[src/fetch_pkg.sv]
/*
 * fetch stage package
 * shared address and instruction types, PC-select encodings and exception vector constants
 */

package fetch_pkg;

  // one word of address or instruction
  typedef logic [31:0] addr_t;
  typedef logic [31:0] instr_t;

  // next-PC source selected on a PC set
  typedef enum logic [2:0] {
    PC_BOOT = 3'd0,
    PC_JUMP = 3'd1,
    PC_EXC  = 3'd2,
    PC_ERET = 3'd3,
    PC_DRET = 3'd4
  } pc_sel_e;

  // exception target kind
  typedef enum logic [1:0] {
    EXC_PC_EXC     = 2'd0,
    EXC_PC_IRQ     = 2'd1,
    EXC_PC_DBD     = 2'd2,
    EXC_PC_DBG_EXC = 2'd3
  } exc_pc_sel_e;

  // interrupt id width and the id shared by all internal interrupts
  parameter int unsigned IrqIdW = 5;
  parameter logic [IrqIdW-1:0] NmiIrqId = 5'd31;

  // mtvec base starts at this bit, the bits below are replaced
  parameter int unsigned VecBaseLsb = 8;

endpackage

[src/fetch_fifo.sv]
/*
 * fetch FIFO
 * circular buffer of fetched words, each tagged with its address and a bus error flag
 */

`timescale 1ns/1ps

module fetch_fifo #(
  parameter int unsigned FifoDepth = 2
) (
  input  logic                           clk_i,
  input  logic                           rst_ni,
  input  logic                           flush_i,
  input  logic                           push_i,
  input  fetch_pkg::instr_t              push_rdata_i,
  input  fetch_pkg::addr_t               push_addr_i,
  input  logic                           push_err_i,
  input  logic                           pop_i,
  output logic                           valid_o,
  output fetch_pkg::instr_t              rdata_o,
  output fetch_pkg::addr_t               addr_o,
  output logic                           err_o,
  output logic [$clog2(FifoDepth+1)-1:0] count_o
);

  localparam int unsigned PtrW = $clog2(FifoDepth);
  localparam int unsigned CntW = $clog2(FifoDepth + 1);

  fetch_pkg::instr_t rdata_q [FifoDepth];
  fetch_pkg::addr_t  addr_q  [FifoDepth];
  logic              err_q   [FifoDepth];

  logic [PtrW-1:0] wr_ptr_q, rd_ptr_q;
  logic [CntW-1:0] count_q;
  logic            full;
  logic            do_push, do_pop;

  assign full    = (count_q == CntW'(FifoDepth));
  assign valid_o = (count_q != '0);
  // a full FIFO still takes a word when the head leaves in the same cycle
  assign do_pop  = pop_i & valid_o;
  assign do_push = push_i & (~full | do_pop);

  // head entry straight from storage
  assign rdata_o = rdata_q[rd_ptr_q];
  assign addr_o  = addr_q[rd_ptr_q];
  assign err_o   = err_q[rd_ptr_q];
  assign count_o = count_q;

  // pointers and occupancy
  always_ff @(posedge clk_i or negedge rst_ni) begin
    if (!rst_ni) begin
      wr_ptr_q <= '0;
      rd_ptr_q <= '0;
      count_q  <= '0;
    end else if (flush_i) begin
      wr_ptr_q <= '0;
      rd_ptr_q <= '0;
      count_q  <= '0;
    end else begin
      if (do_push) begin
        // explicit wrap for depths that are not a power of two
        wr_ptr_q <= (wr_ptr_q == PtrW'(FifoDepth - 1)) ? '0 : wr_ptr_q + 1'b1;
      end
      if (do_pop) begin
        rd_ptr_q <= (rd_ptr_q == PtrW'(FifoDepth - 1)) ? '0 : rd_ptr_q + 1'b1;
      end
      count_q <= count_q + CntW'(do_push) - CntW'(do_pop);
    end
  end

  // entry storage
  always_ff @(posedge clk_i) begin
    if (do_push && !flush_i) begin
      rdata_q[wr_ptr_q] <= push_rdata_i;
      addr_q[wr_ptr_q]  <= push_addr_i;
      err_q[wr_ptr_q]   <= push_err_i;
    end
  end

endmodule

[src/fetch_if_id_reg.sv]
/*
 * IF-ID pipeline register
 * takes the FIFO head when ID is ready, holds valid and new flags, squashed by a PC set
 */

`timescale 1ns/1ps

module fetch_if_id_reg (
  input  logic              clk_i,
  input  logic              rst_ni,
  input  logic              pc_set_i,
  input  logic              id_in_ready_i,
  input  logic              instr_valid_clear_i,
  input  logic              fetch_valid_i,
  input  fetch_pkg::instr_t fetch_rdata_i,
  input  fetch_pkg::addr_t  fetch_addr_i,
  input  logic              fetch_err_i,
  input  logic              pmp_err_if_i,
  output logic              fetch_pop_o,
  output logic              instr_valid_id_o,
  output logic              instr_new_id_o,
  output fetch_pkg::instr_t instr_rdata_id_o,
  output logic              instr_fetch_err_o,
  output fetch_pkg::addr_t  pc_id_o
);

  logic accept;
  logic valid_d;

  // no capture in the PC set cycle, the head belongs to the old stream
  assign accept      = fetch_valid_i & id_in_ready_i & ~pc_set_i;
  assign fetch_pop_o = accept;

  // held until cleared by ID, dropped by a redirect
  assign valid_d = accept | (instr_valid_id_o & ~instr_valid_clear_i & ~pc_set_i);

  ////////////////////
  // flags
  ////////////////////

  always_ff @(posedge clk_i or negedge rst_ni) begin
    if (!rst_ni) begin
      instr_valid_id_o <= 1'b0;
      instr_new_id_o   <= 1'b0;
    end else begin
      instr_valid_id_o <= valid_d;
      // one-cycle pulse per capture
      instr_new_id_o   <= accept;
    end
  end

  ////////////////////
  // payload
  ////////////////////

  always_ff @(posedge clk_i or negedge rst_ni) begin
    if (!rst_ni) begin
      instr_rdata_id_o  <= '0;
      instr_fetch_err_o <= 1'b0;
      pc_id_o           <= '0;
    end else if (accept) begin
      instr_rdata_id_o  <= fetch_rdata_i;
      // bus error of the word or PMP fault on its address
      instr_fetch_err_o <= fetch_err_i | pmp_err_if_i;
      pc_id_o           <= fetch_addr_i;
    end
  end

endmodule

[src/fetch_pc_sel.sv]
/*
 * next-PC selection
 * computes the exception vector and picks the PC target on a PC set
 */

`timescale 1ns/1ps

module fetch_pc_sel #(
  parameter fetch_pkg::addr_t DmHaltAddr      = 32'h1A11_0800,
  parameter fetch_pkg::addr_t DmExceptionAddr = 32'h1A11_0808
) (
  input  logic                           pc_set_i,
  input  fetch_pkg::pc_sel_e             pc_mux_i,
  input  fetch_pkg::exc_pc_sel_e         exc_pc_mux_i,
  input  logic                           exc_irq_i,
  input  logic                           exc_irq_int_i,
  input  logic [fetch_pkg::IrqIdW-1:0]   exc_irq_id_i,
  input  fetch_pkg::addr_t               boot_addr_i,
  input  fetch_pkg::addr_t               branch_target_ex_i,
  input  fetch_pkg::addr_t               csr_mepc_i,
  input  fetch_pkg::addr_t               csr_depc_i,
  input  fetch_pkg::addr_t               csr_mtvec_i,
  output fetch_pkg::addr_t               pc_set_target_o,
  output logic                           csr_mtvec_init_o
);

  logic [fetch_pkg::IrqIdW-1:0] irq_id;
  logic [fetch_pkg::IrqIdW+1:0] irq_off;
  fetch_pkg::addr_t             exc_base;
  fetch_pkg::addr_t             exc_pc;
  fetch_pkg::addr_t             next_pc;

  ////////////////////
  // exception vector
  ////////////////////

  // internal interrupts all share the nmi slot
  assign irq_id   = exc_irq_int_i ? fetch_pkg::NmiIrqId : exc_irq_id_i;
  // word offset into the vector table, none for a plain exception
  assign irq_off  = exc_irq_i ? {irq_id, 2'b00} : '0;
  assign exc_base = {csr_mtvec_i[31:fetch_pkg::VecBaseLsb], {fetch_pkg::VecBaseLsb{1'b0}}};

  always_comb begin
    unique case (exc_pc_mux_i)
      fetch_pkg::EXC_PC_EXC:     exc_pc = exc_base;
      fetch_pkg::EXC_PC_IRQ:     exc_pc = exc_base + fetch_pkg::addr_t'(irq_off);
      fetch_pkg::EXC_PC_DBD:     exc_pc = DmHaltAddr;
      fetch_pkg::EXC_PC_DBG_EXC: exc_pc = DmExceptionAddr;
      default:                   exc_pc = exc_base;
    endcase
  end

  ////////////////////
  // next PC mux
  ////////////////////

  always_comb begin
    unique case (pc_mux_i)
      fetch_pkg::PC_BOOT: next_pc = boot_addr_i;
      fetch_pkg::PC_JUMP: next_pc = branch_target_ex_i;
      fetch_pkg::PC_EXC:  next_pc = exc_pc;
      // return from trap
      fetch_pkg::PC_ERET: next_pc = csr_mepc_i;
      // return from debug mode
      fetch_pkg::PC_DRET: next_pc = csr_depc_i;
      default:            next_pc = boot_addr_i;
    endcase
  end

  // halfword bit is never set on a target
  assign pc_set_target_o  = {next_pc[31:1], 1'b0};
  // CSR file loads mtvec from boot address on a boot set
  assign csr_mtvec_init_o = pc_set_i & (pc_mux_i == fetch_pkg::PC_BOOT);

endmodule

[src/fetch_prefetch.sv]
/*
 * prefetch unit
 * drives the instruction bus one transaction at a time, drops responses of a stale
 * stream after a branch and fills the fetch FIFO
 */

`timescale 1ns/1ps

module fetch_prefetch #(
  parameter int unsigned FifoDepth = 2
) (
  input  logic              clk_i,
  input  logic              rst_ni,
  input  logic              req_i,
  input  logic              branch_i,
  input  fetch_pkg::addr_t  branch_addr_i,
  input  logic              pop_i,
  input  logic              instr_gnt_i,
  input  logic              instr_rvalid_i,
  input  fetch_pkg::instr_t instr_rdata_i,
  input  logic              instr_bus_err_i,
  output logic              instr_req_o,
  output fetch_pkg::addr_t  instr_addr_o,
  output logic              valid_o,
  output fetch_pkg::instr_t rdata_o,
  output fetch_pkg::addr_t  addr_o,
  output logic              err_o,
  output logic              busy_o
);

  localparam int unsigned CntW = $clog2(FifoDepth + 1);

  fetch_pkg::addr_t fetch_addr_q, fetch_addr_d;
  fetch_pkg::addr_t req_addr_q;
  logic             hold_q, outstanding_q, discard_q;
  logic             discard_d;
  logic             inflight, space_ok, new_req, granted, resp_done, push;
  logic [CntW-1:0]  fifo_count;

  ////////////////////
  // request side
  ////////////////////

  // request waiting for grant or response waiting for rvalid
  assign inflight = hold_q | outstanding_q;
  // entries plus the transaction in flight must stay below the depth
  assign space_ok = (int'(fifo_count) + int'(inflight)) < int'(FifoDepth);
  // never in the branch cycle, the target request starts one cycle later
  assign new_req  = req_i & ~branch_i & ~inflight & space_ok;

  // a waiting request keeps its address until granted
  assign instr_req_o  = hold_q | new_req;
  assign instr_addr_o = hold_q ? req_addr_q : fetch_addr_q;
  assign granted      = instr_req_o & instr_gnt_i;
  assign resp_done    = outstanding_q & instr_rvalid_i;

  always_comb begin
    fetch_addr_d = fetch_addr_q;
    if (branch_i) begin
      fetch_addr_d = {branch_addr_i[31:2], 2'b00};
    end else if (granted && !discard_q) begin
      // sequential stream, one word per grant
      fetch_addr_d = fetch_addr_q + 32'd4;
    end
  end

  // stale transaction across a branch
  always_comb begin
    discard_d = discard_q;
    if (branch_i && (hold_q || (outstanding_q && !instr_rvalid_i))) begin
      discard_d = 1'b1;
    end else if (resp_done) begin
      discard_d = 1'b0;
    end
  end

  always_ff @(posedge clk_i or negedge rst_ni) begin
    if (!rst_ni) begin
      fetch_addr_q  <= '0;
      hold_q        <= 1'b0;
      outstanding_q <= 1'b0;
      discard_q     <= 1'b0;
    end else begin
      fetch_addr_q  <= fetch_addr_d;
      hold_q        <= instr_req_o & ~instr_gnt_i;
      outstanding_q <= granted | (outstanding_q & ~instr_rvalid_i);
      discard_q     <= discard_d;
    end
  end

  // address of the current transaction, reused as the FIFO tag
  always_ff @(posedge clk_i) begin
    if (instr_req_o) begin
      req_addr_q <= instr_addr_o;
    end
  end

  ////////////////////
  // response side
  ////////////////////

  // response of the old stream is dropped, also when it lands in the branch cycle
  assign push   = resp_done & ~discard_q & ~branch_i;
  assign busy_o = inflight;

  fetch_fifo #(
    .FifoDepth (FifoDepth)
  ) i_fifo (
    .clk_i        (clk_i),
    .rst_ni       (rst_ni),
    .flush_i      (branch_i),
    .push_i       (push),
    .push_rdata_i (instr_rdata_i),
    .push_addr_i  (req_addr_q),
    .push_err_i   (instr_bus_err_i),
    .pop_i        (pop_i),
    .valid_o      (valid_o),
    .rdata_o      (rdata_o),
    .addr_o       (addr_o),
    .err_o        (err_o),
    .count_o      (fifo_count)
  );

endmodule

[src/fetch_stage_top.sv]
/*
 * instruction fetch stage
 * next-PC selection, prefetch with fetch FIFO and the IF-ID register
 */

`timescale 1ns/1ps

module fetch_stage_top #(
  parameter fetch_pkg::addr_t DmHaltAddr      = 32'h1A11_0800,
  parameter fetch_pkg::addr_t DmExceptionAddr = 32'h1A11_0808,
  parameter int unsigned      FifoDepth       = 2
) (
  input  logic                         clk_i,
  input  logic                         rst_ni,
  input  logic                         req_i,
  // instruction bus
  output logic                         instr_req_o,
  output fetch_pkg::addr_t             instr_addr_o,
  input  logic                         instr_gnt_i,
  input  logic                         instr_rvalid_i,
  input  fetch_pkg::instr_t            instr_rdata_i,
  input  logic                         instr_bus_err_i,
  // PC control
  input  logic                         pc_set_i,
  input  fetch_pkg::pc_sel_e           pc_mux_i,
  input  fetch_pkg::exc_pc_sel_e       exc_pc_mux_i,
  input  logic                         exc_irq_i,
  input  logic                         exc_irq_int_i,
  input  logic [fetch_pkg::IrqIdW-1:0] exc_irq_id_i,
  input  fetch_pkg::addr_t             boot_addr_i,
  input  fetch_pkg::addr_t             branch_target_ex_i,
  input  fetch_pkg::addr_t             csr_mepc_i,
  input  fetch_pkg::addr_t             csr_depc_i,
  input  fetch_pkg::addr_t             csr_mtvec_i,
  // pipeline control
  input  logic                         id_in_ready_i,
  input  logic                         instr_valid_clear_i,
  input  logic                         pmp_err_if_i,
  output fetch_pkg::addr_t             pc_set_target_o,
  output logic                         csr_mtvec_init_o,
  output logic                         instr_valid_id_o,
  output logic                         instr_new_id_o,
  output fetch_pkg::instr_t            instr_rdata_id_o,
  output logic                         instr_fetch_err_o,
  output fetch_pkg::addr_t             pc_if_o,
  output fetch_pkg::addr_t             pc_id_o,
  output logic                         if_busy_o
);

  fetch_pkg::addr_t  branch_addr;
  logic              fetch_valid;
  fetch_pkg::instr_t fetch_rdata;
  fetch_pkg::addr_t  fetch_addr;
  logic              fetch_err;
  logic              fetch_pop;

  fetch_pc_sel #(
    .DmHaltAddr      (DmHaltAddr),
    .DmExceptionAddr (DmExceptionAddr)
  ) i_pc_sel (
    .pc_set_i           (pc_set_i),
    .pc_mux_i           (pc_mux_i),
    .exc_pc_mux_i       (exc_pc_mux_i),
    .exc_irq_i          (exc_irq_i),
    .exc_irq_int_i      (exc_irq_int_i),
    .exc_irq_id_i       (exc_irq_id_i),
    .boot_addr_i        (boot_addr_i),
    .branch_target_ex_i (branch_target_ex_i),
    .csr_mepc_i         (csr_mepc_i),
    .csr_depc_i         (csr_depc_i),
    .csr_mtvec_i        (csr_mtvec_i),
    .pc_set_target_o    (branch_addr),
    .csr_mtvec_init_o   (csr_mtvec_init_o)
  );

  assign pc_set_target_o = branch_addr;

  // PC set redirects the prefetcher in the same cycle
  fetch_prefetch #(
    .FifoDepth (FifoDepth)
  ) i_prefetch (
    .clk_i           (clk_i),
    .rst_ni          (rst_ni),
    .req_i           (req_i),
    .branch_i        (pc_set_i),
    .branch_addr_i   (branch_addr),
    .pop_i           (fetch_pop),
    .instr_gnt_i     (instr_gnt_i),
    .instr_rvalid_i  (instr_rvalid_i),
    .instr_rdata_i   (instr_rdata_i),
    .instr_bus_err_i (instr_bus_err_i),
    .instr_req_o     (instr_req_o),
    .instr_addr_o    (instr_addr_o),
    .valid_o         (fetch_valid),
    .rdata_o         (fetch_rdata),
    .addr_o          (fetch_addr),
    .err_o           (fetch_err),
    .busy_o          (if_busy_o)
  );

  // IF PC is the address of the FIFO head
  assign pc_if_o = fetch_addr;

  fetch_if_id_reg i_if_id_reg (
    .clk_i               (clk_i),
    .rst_ni              (rst_ni),
    .pc_set_i            (pc_set_i),
    .id_in_ready_i       (id_in_ready_i),
    .instr_valid_clear_i (instr_valid_clear_i),
    .fetch_valid_i       (fetch_valid),
    .fetch_rdata_i       (fetch_rdata),
    .fetch_addr_i        (fetch_addr),
    .fetch_err_i         (fetch_err),
    .pmp_err_if_i        (pmp_err_if_i),
    .fetch_pop_o         (fetch_pop),
    .instr_valid_id_o    (instr_valid_id_o),
    .instr_new_id_o      (instr_new_id_o),
    .instr_rdata_id_o    (instr_rdata_id_o),
    .instr_fetch_err_o   (instr_fetch_err_o),
    .pc_id_o             (pc_id_o)
  );

endmodule

[config.mk]
export PLATFORM = sky130hd
export DESIGN_NAME = fetch_stage_top
export DESIGN_NICKNAME = d
export VERILOG_FILES = /design/src/fetch_pkg.sv /design/src/fetch_fifo.sv /design/src/fetch_if_id_reg.sv /design/src/fetch_pc_sel.sv /design/src/fetch_prefetch.sv /design/src/fetch_stage_top.sv
export SDC_FILE = /design/constraint.sdc
export NUM_CORES = 1
export LEC_CHECK = 0
export BUFFER_PORTS_ARGS = -buffer_cell sky130_fd_sc_hd__buf_2
export CAP_MARGIN = 20
export CORE_ASPECT_RATIO = 1.25
export CORE_MARGIN = 5
export CORE_UTILIZATION = 45
export CTS_CLUSTER_DIAMETER = 80
export DETAILED_ROUTE_END_ITERATION = 7
export HOLD_SLACK_MARGIN = 0.05
export PLACE_DENSITY = 0.82
export REMOVE_ABC_BUFFERS = 1
export SLEW_MARGIN = 20
export SYNTH_ARGS = -nofsm -noshare
export SYNTH_HDL_FRONTEND = slang
export SYNTH_SLANG_ARGS = --single-unit
[constraint.sdc]
create_clock -name clk_i -period 7.7 [get_ports clk_i]
set_input_delay 1.54 -clock clk_i [delete_from_list [all_inputs] [get_ports clk_i]]
set_output_delay 1.54 -clock clk_i [all_outputs]
set_load 0.05 [all_outputs]
# ---- Word level (Yosys, flattened, before mapping)
# Memory sizes are Yosys's and may differ from the RTL's. A register that Yosys moved wholly into a read port is not among the register bits.
# Cells that the tools add are included.
dict set report totals {
  regBits 106
  ram_bits 130
  in_bits 214
  out_inout_bits 166
  word_cells 94
  n_memories 3
}
# memory words word_bits rd rd_clocked_by_memory_dff wr line_no
set mem_list {}
lappend mem_list {i_prefetch.i_fifo.addr_q 2 32 1 0 1 fetch_fifo.sv:30} ;# fetch_pkg::addr_t addr_q [FifoDepth];
lappend mem_list {i_prefetch.i_fifo.rdata_q 2 32 1 1 1 fetch_fifo.sv:29} ;# fetch_pkg::instr_t rdata_q [FifoDepth];
lappend mem_list {i_prefetch.i_fifo.err_q 2 1 1 0 1 fetch_fifo.sv:31} ;# logic err_q [FifoDepth];
dict set report op_classes {
  n_addsub 7
  n_lt_le_gt_ge 1
  n_eq_ne 8
  muxes 18
  n_bitwise 29
  reduce_logical 16
}
# operator n
set ops {}
lappend ops {{$pmux W32 S4} 2}
lappend ops {{$mux W32} 3}
lappend ops {{$add A32 B3 Y32 const B} 1}
lappend ops {{$add A32 B7 Y32} 1}
lappend ops {{$lt A32 B3 Y1 const B} 1}
lappend ops {{$and A1 B1 Y1} 16}
lappend ops {{$mux W1} 10}
lappend ops {{$reduce_bool A2 Y1} 5}
lappend ops {{$mux W7} 1}
lappend ops {{$not A1 Y1} 7}
lappend ops {{$eq A2 B2 Y1 const B} 3}
lappend ops {{$eq A3 B2 Y1 const B} 2}
lappend ops {{$or A1 B1 Y1} 6}
lappend ops {{$mux W5} 1}
lappend ops {{$logic_and A1 B1 Y1} 4}
lappend ops {{$logic_not A1 Y1} 4}
lappend ops {{$add A2 B1 Y3} 1}
lappend ops {{$eq A3 B1 Y1 const B} 1}
lappend ops {{$eq A3 B3 Y1 const B} 1}
lappend ops {{$logic_not A3 Y1} 1}
lappend ops {{$add A1 B1 Y1 const B} 2}
lappend ops {{$add A2 B1 Y2} 1}
lappend ops {{$eq A2 B1 Y1 const B} 1}
lappend ops {{$logic_not A2 Y1} 1}
lappend ops {{other kinds (3)} 3}

# ---- Logic depth before layout (Yosys ltp)
# Gate-level depths: netlist (run 1).
dict set report logic_depth {
  word_depth 9
  depth_mapped 8
  mapped_depth_nobuf 8
}

# ---- By module
# A second synthesis (run 1) with hierarchy kept.
dict set report hier_totals {
  hier_cells 886
  hier_area_um2 12281.8
}
# module instances cells_per_inst area_each_um2 seq_area_each_um2
set by_module_without_submodules {}
lappend by_module_without_submodules {fetch_fifo 1 224 4926.0 4003.8}
lappend by_module_without_submodules {fetch_prefetch 1 289 3306.9 1786.7}
lappend by_module_without_submodules {fetch_if_id_reg 1 146 2670.1 1676.6}
lappend by_module_without_submodules {fetch_pc_sel 1 227 1378.8 0.0}

# ---- Least setup slack after synthesis (run 1)
# No wires, ideal clock.
dict set report synth_timing {
  kind {input port to flip-flop}
  start {in instr_rvalid_i}
  end {mem i_prefetch.i_fifo.addr_q[0][0] (netlist bit), enable pin}
  setup_ns 0.488
  arrival_time_ns 4.822
  t_required_ns 7.212
  slack_ns 2.389
  stages 4
  n_path_buf 0
  cell_sequence {nand2_1 -> nor4_1 -> inv_1 -> nor2_1}
}
dict set report synth_via {
  elab_chain_len 7
}
# element line_no
set synth_lines {}
lappend synth_lines {{start, declared} fetch_stage_top.sv:20} ;# input logic instr_rvalid_i,
lappend synth_lines {{$and A1 B1 Y1} fetch_prefetch.sv:55} ;# assign resp_done = outstanding_q & instr_rvalid_i;
lappend synth_lines {{$and A1 B1 Y1 (2 in a row)} fetch_prefetch.sv:103} ;# assign push = resp_done & ~discard_q & ~branch_i;
lappend synth_lines {{$and A1 B1 Y1} fetch_fifo.sv:42} ;# assign do_push = push_i & (~full | do_pop);
lappend synth_lines {{$logic_and A1 B1 Y1} fetch_fifo.sv:74} ;# if (do_push && !flush_i) begin
lappend synth_lines {{$mux W1} fetch_fifo.sv:74}
lappend synth_lines {{$mux W1 (not written as such)} fetch_fifo.sv:76} ;# addr_q[wr_ptr_q] <= push_addr_i;
lappend synth_lines {{end, declared} fetch_fifo.sv:30}
# Every way passes these cells.

# ---- Worst setup path after layout (run 1)
dict set report layout_timing {
  start {in pc_mux_i[0]}
  end {out pc_set_target_o[2]}
}
dict set report layout_via {
  elab_chain_len 2
}
# element line_no
set layout_lines {}
lappend layout_lines {{start, declared} fetch_stage_top.sv:25} ;# input fetch_pkg::pc_sel_e pc_mux_i,
lappend layout_lines {{$eq A3 B3 Y1, or another cell as far along} fetch_pc_sel.sv:58} ;# unique case (pc_mux_i)
lappend layout_lines {{$pmux W32 S4 (*)} fetch_pc_sel.sv:58}
lappend layout_lines {{end, declared} fetch_stage_top.sv:39} ;# output fetch_pkg::addr_t pc_set_target_o,
# Every way passes the cells marked *; elsewhere a longest branch is shown, timed or not.

==> results of run 1 <==
==> state kept, by name, indices dropped and copies added (netlist names) <==
register,cells
i_prefetch.i_fifo.rd_ptr_q,1
i_if_id_reg.pc_id_o,32
i_if_id_reg.instr_new_id_o,1
i_if_id_reg.instr_rdata_id_o,32
i_prefetch.req_addr_q,32
i_prefetch.fetch_addr_q,30
i_prefetch.discard_q,1
i_prefetch.i_fifo.count_o,2
i_prefetch.i_fifo.err_q,2
i_prefetch.i_fifo.wr_ptr_q,1
i_prefetch.i_fifo.addr_q,64
i_if_id_reg.instr_valid_id_o,1
i_prefetch.i_fifo.rdata_q,64
i_prefetch.outstanding_q,1
i_if_id_reg.instr_fetch_err_o,1
i_prefetch.hold_q,1
==> per-stage QoR <==
stage | instance area [um^2] | utilization | cells | hold slack [ps]
after detailed placement | 14000 | 0.538 | 1542 | 454
final | 14800 | 0.568 | 1588 | 466
after floorplan | 11600 | - | 827 | 437
after global placement | 14000 | 0.538 | 1542 | 449
after global routing | 14800 | 0.568 | 1588 | 479
after CTS | 14800 | 0.567 | 1587 | 468
==> power breakdown <==
part           switching (mW)  internal (mW)
Clock                   0.499          0.664
Sequential              0.154           1.77
Combinational            1.18          0.413
==> cells by family after synthesis <==
logic type | synth area share
XOR/XNOR | 0.0244
flip-flops | 0.630
multiplexers | 0.144
AND/OR/NAND/NOR | 0.0978
AO/OA/AOI/OAI | 0.0792
other | 0.000316
buffers and inverters | 0.0212
adder cells (fa/ha/maj) | 0.00317
==> per-layer routing <==
| metal | global-route usage | up-vias | share of wire | wire (um) |
|---|---|---|---|---|
| met2 | 0.394 | 353 | 0.53 | 17400 |
| met3 | 0.0269 | 65 | 0.056 | 1850 |
| met1 | 0.255 | 4131 | 0.38 | 12400 |
| li1 | - | 3973 | - | - |
| met4 | 0.0877 | 0 | 0.039 | 1280 |
| met5 | 0 | - | 0 | 0 |
==> synthesized netlist by cell type (all sizes together), types with 5 or more instances <==
cell type  number  area, um^2
nor2b          10        62.6
a2bb2oi         5        43.8
xnor2          18         158
o21a            5        37.5
nand3          14        70.1
nor3           27         135
and2           20         125
o22a           21         184
clkbuf         20        75.1
xor2           15         131
dfrtp         104        2600
nor2           74         283
o22ai           8        50.1
edfxtp        162        4860
nand2          42         158
and3            7        43.8
o21ai          13        65.1
a21oi          41         205
mux2i          40         400
mux2          116        1310
a211oi         19         148
nand4           7        50.1
buf            31         150
nor4            9        77.6
inv             7        26.3
==> area by class of cell <==
cell class,count,share of cell area
repair buffers,375,0.129
clock inverters,8,0.00483
diodes,1,0.000169
well taps,340,0.0288
flip-flops and latches,266,0.506
inverters,7,0.00178
clock buffers,37,0.0474
multi-input cells,554,0.282
==> worst max path at each step <==
stage,to,depth (start not counted)
global route,pc_set_target_o[2],6
CTS,pc_set_target_o[26],6
detailed placement,pc_set_target_o[26],6
finish,pc_set_target_o[2],7
global placement,pc_set_target_o[26],6
floorplan,i_if_id_reg.pc_id_o[0],3
==> critical path: stages <==
cell,delay (ps)
buf_2,120
buf_4,280
nor4b_4,920
nand3_1,260
o21bai_1,270
a21oi_1,200
buf_2,320
==> out/qor.yml, run 1 <==
root_buffer: "clkbuf_16"
dpl_worst_slack_ps: 2140
fin_nets: 1446
rr_worst_depth: 4
drv_slew: 0
worst-setup-path-type: "primary input to primary output"
r2r_end: "i_prefetch.fetch_addr_q[26]"
ir_worst_vdd_v: 0.000161
coreArea_um2: 26000
cts_hold_buffers: 0
postCtsSetupBuffers: 0
routed_wl_mm: 32.9
avgSynthCellArea_um2: 13.5
numClockSinks: 266
multiInputGateArea_um2: 4170
maxCapViolCount: 0
setup_slack_ps: 2230
grt_pass1_vias: 9037
ys.flop_type: "edfxtp_1"
p_leak_nw: 6.13
status: "finished clean"
reg2reg_slack_ps: 5030
portBuffers: 366
viasPerCell: 5.37
ys_warn_count: 0
worstPathMaxFanout: 46
fill_cells: 2108
grt_max_degree: 66
area_growth_pct: 24.6
rsz0062_at_grt: "false"
synth_edf_count: 162
clock_path_buffers: 3
place_congestion: 0.900
async_flop_share: 0.391
track_usage: 0.215
max_freq_mhz: 183
drive_gt1_frac: 0.438
arrival_ps: 3930
worst_setup_path_end_kind: "primary output"
setup-violations-final: 0
synth_cells: 878
syn_area_um2: 11900
wire_per_inst_um: 20.7
htreeDepth: 1
synth-seq-cells: 266
num_io_pins: 380
tightest_slew_ps: 1060
regToRegStartpoint: "i_prefetch.hold_q"
drcViolationCount: 0
fp.dieH_um: 191
rows: 66
final_common_cell: "buf_2"
final_cell_mix: "buf_2 (365), edfxtp_1 (162), mux2_2 (116)"
start_util: 0.456
min_from: "i_prefetch.req_addr_q[6]"
ant_nets: 0
grt_pass1_wl_mm: 49.9
hold_end: "i_prefetch.i_fifo.addr_q[1][6]"
finalCritPeriodShare: 0.710
antenna_found_initial: 3
clk_latency_ps: 510
cts_tree: "built"
die_w_um: 155
cp-startpoint: "pc_mux_i[0]"
crit_required_ps: 6160
fin_setup_tns_ps: 0
dieArea_um2: 29700
slew_headroom: 0.293
hold_path_class: "flip-flop to flip-flop"
path_clk_slew_ps: 60
post_cts_resized: 0
regArea_um2: 7470
dr.pass1.iters: 5
dpl.hpwl_mm: 24.8
p_total_mw: 4.68
critPathLaunchType: "primary input"
power_density_nw_per_um2: 317
timing.hold.worst_path_depth: 0
hold_viol: 0
synth_cell_types: 60
overflow: 0
ys_seq_area_frac: 0.630
skew_ps: 10.1
vias: 8522
cts_buffers: 25
drtIter0Drc: 446
period_needed_ps: 5470
Note: power is estimated with default switching activity, not from simulation.
==> run 2: changes to the inputs <==
- ABC_AREA: not set -> 1
- PLACE_DENSITY: 0.82 -> 0.81
- clock period: 7.7 -> 5.29 ns (I/O delays scaled with it)
==> out/qor.yml, run 2 <==
tightest_slew_ps: 979
clock_path_buffers: 3
synth_top_cell_by_area: "edfxtp_1"
worst_hold_slack_ps: 470
critPathMaxStageDelay_ps: 680
start_util: 0.458
drcViolationCount: 0
cts_hold_buffers: 0
numClockSinks: 266
drive_gt1_frac: 0.289
final_common_cell: "nand2_1"
overflow: 0
crit_family: "buffers and inverters"
dieArea_um2: 30900
postCtsSetupBuffers: 0
max_freq_mhz: 245
worst-setup-path-type: "primary input to primary output"
cp_slowest_cell: "inv_1"
regToRegStartpoint: "i_prefetch.hold_q"
grt_pass1_wl_mm: 55.4
min_from: "i_prefetch.req_addr_q[14]"
drv_slew: 0
slew_headroom: 0.346
timing.hold.worst_path_depth: 0
n_antenna_cell: 0
grt_pass1_vias: 10700
arrival_ps: 3030
cts_buffers: 24
dpl_worst_slack_ps: 1220
antenna_found_initial: 0
rows: 67
track_usage: 0.226
rr_worst_depth: 6
switching_power_mw: 2.76
p_comb_frac: 0.341
drtIter0Drc: 527
worstPathMaxFanout: 29
setup_slack_ps: 1200
clk_latency_ps: 510
grt_max_degree: 100
coreArea_um2: 27000
ir_worst_vdd_v: 0.000238
crit_required_ps: 4230
viasPerCell: 5.13
top_regs: "i_prefetch.i_fifo.addr_q: 64 flops, i_prefetch.i_fifo.rdata_q: 64 flops"
area_growth_pct: 23.3
dr.pass1.iters: 5
design_area_um2: 15300
post_cts_resized: 0
fin_cells: 2012
p_total_mw: 6.98
worst-path-buf-inv: 4
yosysTopAreaCellShare: 0.393
hold_path_class: "flip-flop to flip-flop"
yosysMostFrequentCell: "nand2_1"
crit_chain: "buf_2, nor2_4, nand2_2, inv_1, nand2_1, nand2_1, inv_1, nand4_1, buf_2"
fp.dieH_um: 195
final_cell_mix: "nand2_1 (476), buf_2 (365), edfxtp_1 (162)"
r2r_end: "i_prefetch.fetch_addr_q[9]"
rsz0062_at_grt: "false"
switching_share: 0.395
post-route-util: 0.565
synth_edf_count: 162
finalCritPeriodShare: 0.772
reg2reg_slack_ps: 2710
die_w_um: 158
fin_setup_tns_ps: 0
hold_viol: 0
syn_area_um2: 12400
portBuffers: 366
cts_tree: "built"
synth_cells: 1306
setup-violations-final: 0
seq_power_share: 0.402
path_clk_slew_ps: 60
ys_seq_area_frac: 0.604
num_io_pins: 380
place_congestion: 0.940
avgSynthCellArea_um2: 9.47
ys_warn_count: 0
fin_nets: 1866
maxCapViolCount: 0
routed_wl_mm: 35.8
async_flop_share: 0.391
synth-seq-cells: 266
critPathLaunchType: "primary input"
power_density_nw_per_um2: 458
synth_common_cells: "nand2_1 (477), edfxtp_1 (162), nor2_1 (152)"
htreeDepth: 1
period_needed_ps: 4090
dpl.hpwl_mm: 27.3
root_buffer: "clkbuf_16"
wire_per_inst_um: 17.8
skew_ps: 7.02
worst_setup_path_end_kind: "primary output"
p_clk_frac: 0.257
synth_cell_types: 35
hold_end: "i_prefetch.i_fifo.addr_q[0][14]"
placed_cells: 1968
place_area_um2: 14400
ant_nets: 0
p_int_mw: 4.22
p_leak_nw: 6.99
ys.flop_type: "edfxtp_1"
status: "finished clean"
vias: 10300
synth.area.top_cells: "edfxtp_1 (39%), dfrtp_1 (21%), nand2_1 (14%)"
-- run 2: cell count changes in the layout (fill, tap and decap cells not counted), sizes merged, moves of 29 or more --
cell,before,now
nand2,42,480
o21ai,13,71
mux2,116,32
inv,9,65
nand3,14,72
nor2,74,157
mux2i,40,0
o21a,5,34
-- run 2: cells by family after synthesis --
logic type | Yosys count | synth area share
multiplexers | 32 | 0.0291
buffers and inverters | 123 | 0.0466
AND/OR/NAND/NOR | 742 | 0.248
other | 1 | 0.000303
AO/OA/AOI/OAI | 125 | 0.0594
flip-flops | 266 | 0.604
adder cells (fa/ha/maj) | 3 | 0.00303
XOR/XNOR | 14 | 0.00991
-- run 2: how the worst max path moves through the flow --
stage	startpoint	endpoint	slack (ps)	cells after the start
2_1_floorplan	pc_set_i	i_prefetch.i_fifo.addr_q[0][0]	650	3
4_1_cts	pc_mux_i[1]	pc_set_target_o[9]	1220	9
5_1_grt	pc_mux_i[1]	pc_set_target_o[18]	1060	8
3_5_place_dp	pc_mux_i[1]	pc_set_target_o[9]	1220	9
3_3_place_gp	pc_mux_i[0]	pc_set_target_o[21]	1240	8
6_report	pc_mux_i[1]	pc_set_target_o[9]	1200	9
-- run 2: layer usage --
metal  part of all wire  GRT usage  vias to the layer above
met5                  0          0                        -
met4              0.054      0.108                        0
met3              0.063     0.0257                       89
met2               0.51      0.407                      461
met1               0.37      0.265                     4792
li1                   -          -                     4987
-- run 2: worst reg2reg max path: cells and delay by family, from the launching register on --
kind | cells | cell delay [ps]
buffers and inverters | 2 | 760
AOI/OAI and AO/OA | 1 | 200
and+or+nand+nor | 3 | 630
DFF | 1 | 920
-- run 2: layout make-up --
class,count,area (um^2)
fillers,2372,11700
inverters,64,240
well taps,345,432
repair buffers,376,1930
clock inverters,11,115
flip-flops and latches,266,7470
multi-input cells,917,4350
clock buffers,33,727
-- run 2: power groups by stage --
stage / Clock [mW] / Combinational [mW] / Sequential [mW]
after global routing: 1.93 / 2.52 / 2.85
after detailed placement: 0 / 2.40 / 2.85
final: 1.80 / 2.38 / 2.81
after floorplan: 0 / 0.839 / 3.71
after global placement: 0 / 2.37 / 2.82
after CTS: 1.84 / 2.41 / 2.81
==> run 3: changes to the inputs <==
- ABC_AREA: 1 -> 0
- PLACE_DENSITY: 0.81 -> 0.82
- clock period: 5.29 -> 4.25 ns (I/O delays scaled with it)
==> out/qor.yml, run 3 (synthesis gave the netlist of run 1 again) <==
drive_gt1_frac: 0.442
viasPerCell: 5.40
post-route-util: 0.572
reg2reg_slack_ps: 1810
hold_end: "i_prefetch.i_fifo.addr_q[1][29]"
antenna_found_initial: 1
postCtsSetupBuffers: 0
drcViolationCount: 0
root_buffer: "clkbuf_16"
grt_max_degree: 100
area_growth_pct: 25.5
dpl_worst_slack_ps: 755
r2r_end: "i_prefetch.fetch_addr_q[26]"
hold_viol: 0
crit_required_ps: 3400
htreeDepth: 1
portBuffers: 366
vias: 8614
worst-setup-path-type: "primary input to primary output"
critPathMaxStageDelay_ps: 360
cts_tree: "built"
min_from: "i_prefetch.req_addr_q[29]"
grt_pass1_wl_mm: 48.9
fp.dieH_um: 191
clk_latency_ps: 510
path_clk_slew_ps: 60
hold_path_class: "flip-flop to flip-flop"
worst_setup_path_end_kind: "primary output"
dpl.hpwl_mm: 24.2
wire_per_inst_um: 20.3
crit_path_frequent_cell: "buf_2"
power_density_nw_per_um2: 572
coreArea_um2: 26000
final_cell_mix: "buf_2 (365), edfxtp_1 (162), mux2_2 (116)"
worstPathMaxFanout: 22
n_antenna_cell: 0
numClockSinks: 266
ant_nets: 0
period_needed_ps: 3530
regToRegStartpoint: "i_prefetch.hold_q"
top_regs: "i_prefetch.i_fifo.addr_q: 64 flops, i_prefetch.i_fifo.rdata_q: 64 flops"
tightest_slew_ps: 1080
rr_worst_depth: 5
finalCritPeriodShare: 0.831
max_freq_mhz: 283
critPathLaunchType: "primary input"
final_common_cell: "buf_2"
dieArea_um2: 29700
overflow: 0
grt_pass1_vias: 8910
drv_slew: 0
clock_path_buffers: 3
design_area_um2: 14900
place_area_um2: 14100
crit_chain: "buf_2, nand2b_1, buf_4, nor3_1, a211o_1, a2bb2oi_1, buf_2"
fin_nets: 1455
start_util: 0.456
arrival_ps: 2680
cts_buffers: 25
maxCapViolCount: 0
post_cts_resized: 0
setup-violations-final: 0
worst_hold_slack_ps: 475
num_io_pins: 380
placed_cells: 1551
die_w_um: 155
timing.hold.worst_path_depth: 0
fin_setup_tns_ps: 0
skew_ps: 9.58
fin_cells: 1595
cts_hold_buffers: 0
track_usage: 0.210
status: "finished clean"
place_congestion: 0.926
p_leak_nw: 6.19
p_total_mw: 8.50
routed_wl_mm: 32.3
rows: 66
ir_worst_vdd_v: 0.000261
cp_slowest_cell: "buf_2"
rsz0062_at_grt: "false"
dr.pass1.iters: 4
drtIter0Drc: 418
slew_headroom: 0.277
setup_slack_ps: 717
-- run 3: cell count changes in the layout (fill, tap and decap cells not counted), moves of 29 or more --
cell	delta
inv_1	-51
mux2i_1	+40
nand3_1	-58
o21ai_0	-58
nand2_1	-434
nor2_1	-79
mux2_2	+84
o21a_1	-29
-- run 3: layer usage --
layer	vias up	wire [um]	GRT usage
met5	-	0	0
met4	0	1250	0.0846
met3	72	1800	0.0308
met2	352	16800	0.377
met1	4201	12500	0.254
li1	3989	-	-
-- run 3: layout make-up --
type | count | area, um^2
fill | 2098 | 11100
tap | 340 | 425
timing repair buffer | 384 | 2010
clock inverter | 6 | 62.6
sequential | 266 | 7470
multi-input combinational | 554 | 4160
inverter | 7 | 26.3
clock buffer | 38 | 726
-- run 3: worst max path at each step --
stage                     slack (ps)  depth (start not counted)                     end     startpoint
after CTS                        750                          7     pc_set_target_o[26]    pc_mux_i[1]
after floorplan                 -800                          3  i_if_id_reg.pc_id_o[0]  id_in_ready_i
after global routing             660                          7     pc_set_target_o[26]    pc_mux_i[1]
after global placement           780                          7     pc_set_target_o[26]    pc_mux_i[1]
after detailed placement         750                          7     pc_set_target_o[26]    pc_mux_i[1]
final                            720                          7     pc_set_target_o[26]    pc_mux_i[1]
-- run 3: where the power goes --
group	leakage, nW	internal [mW]	switching (mW)	total [mW]
registers	2.75	3.20	0.285	3.49
logic	3.06	0.755	2.12	2.87
clock network	0.384	1.24	0.903	2.14
total	6.19	5.20	3.31	8.50
-- run 3: worst max-delay path: cells and delay by family --
family	cells	cell delay (ps)
AO/OA/AOI/OAI	2	620
AND/OR/NAND/NOR	2	240
buffers and inverters	3	950
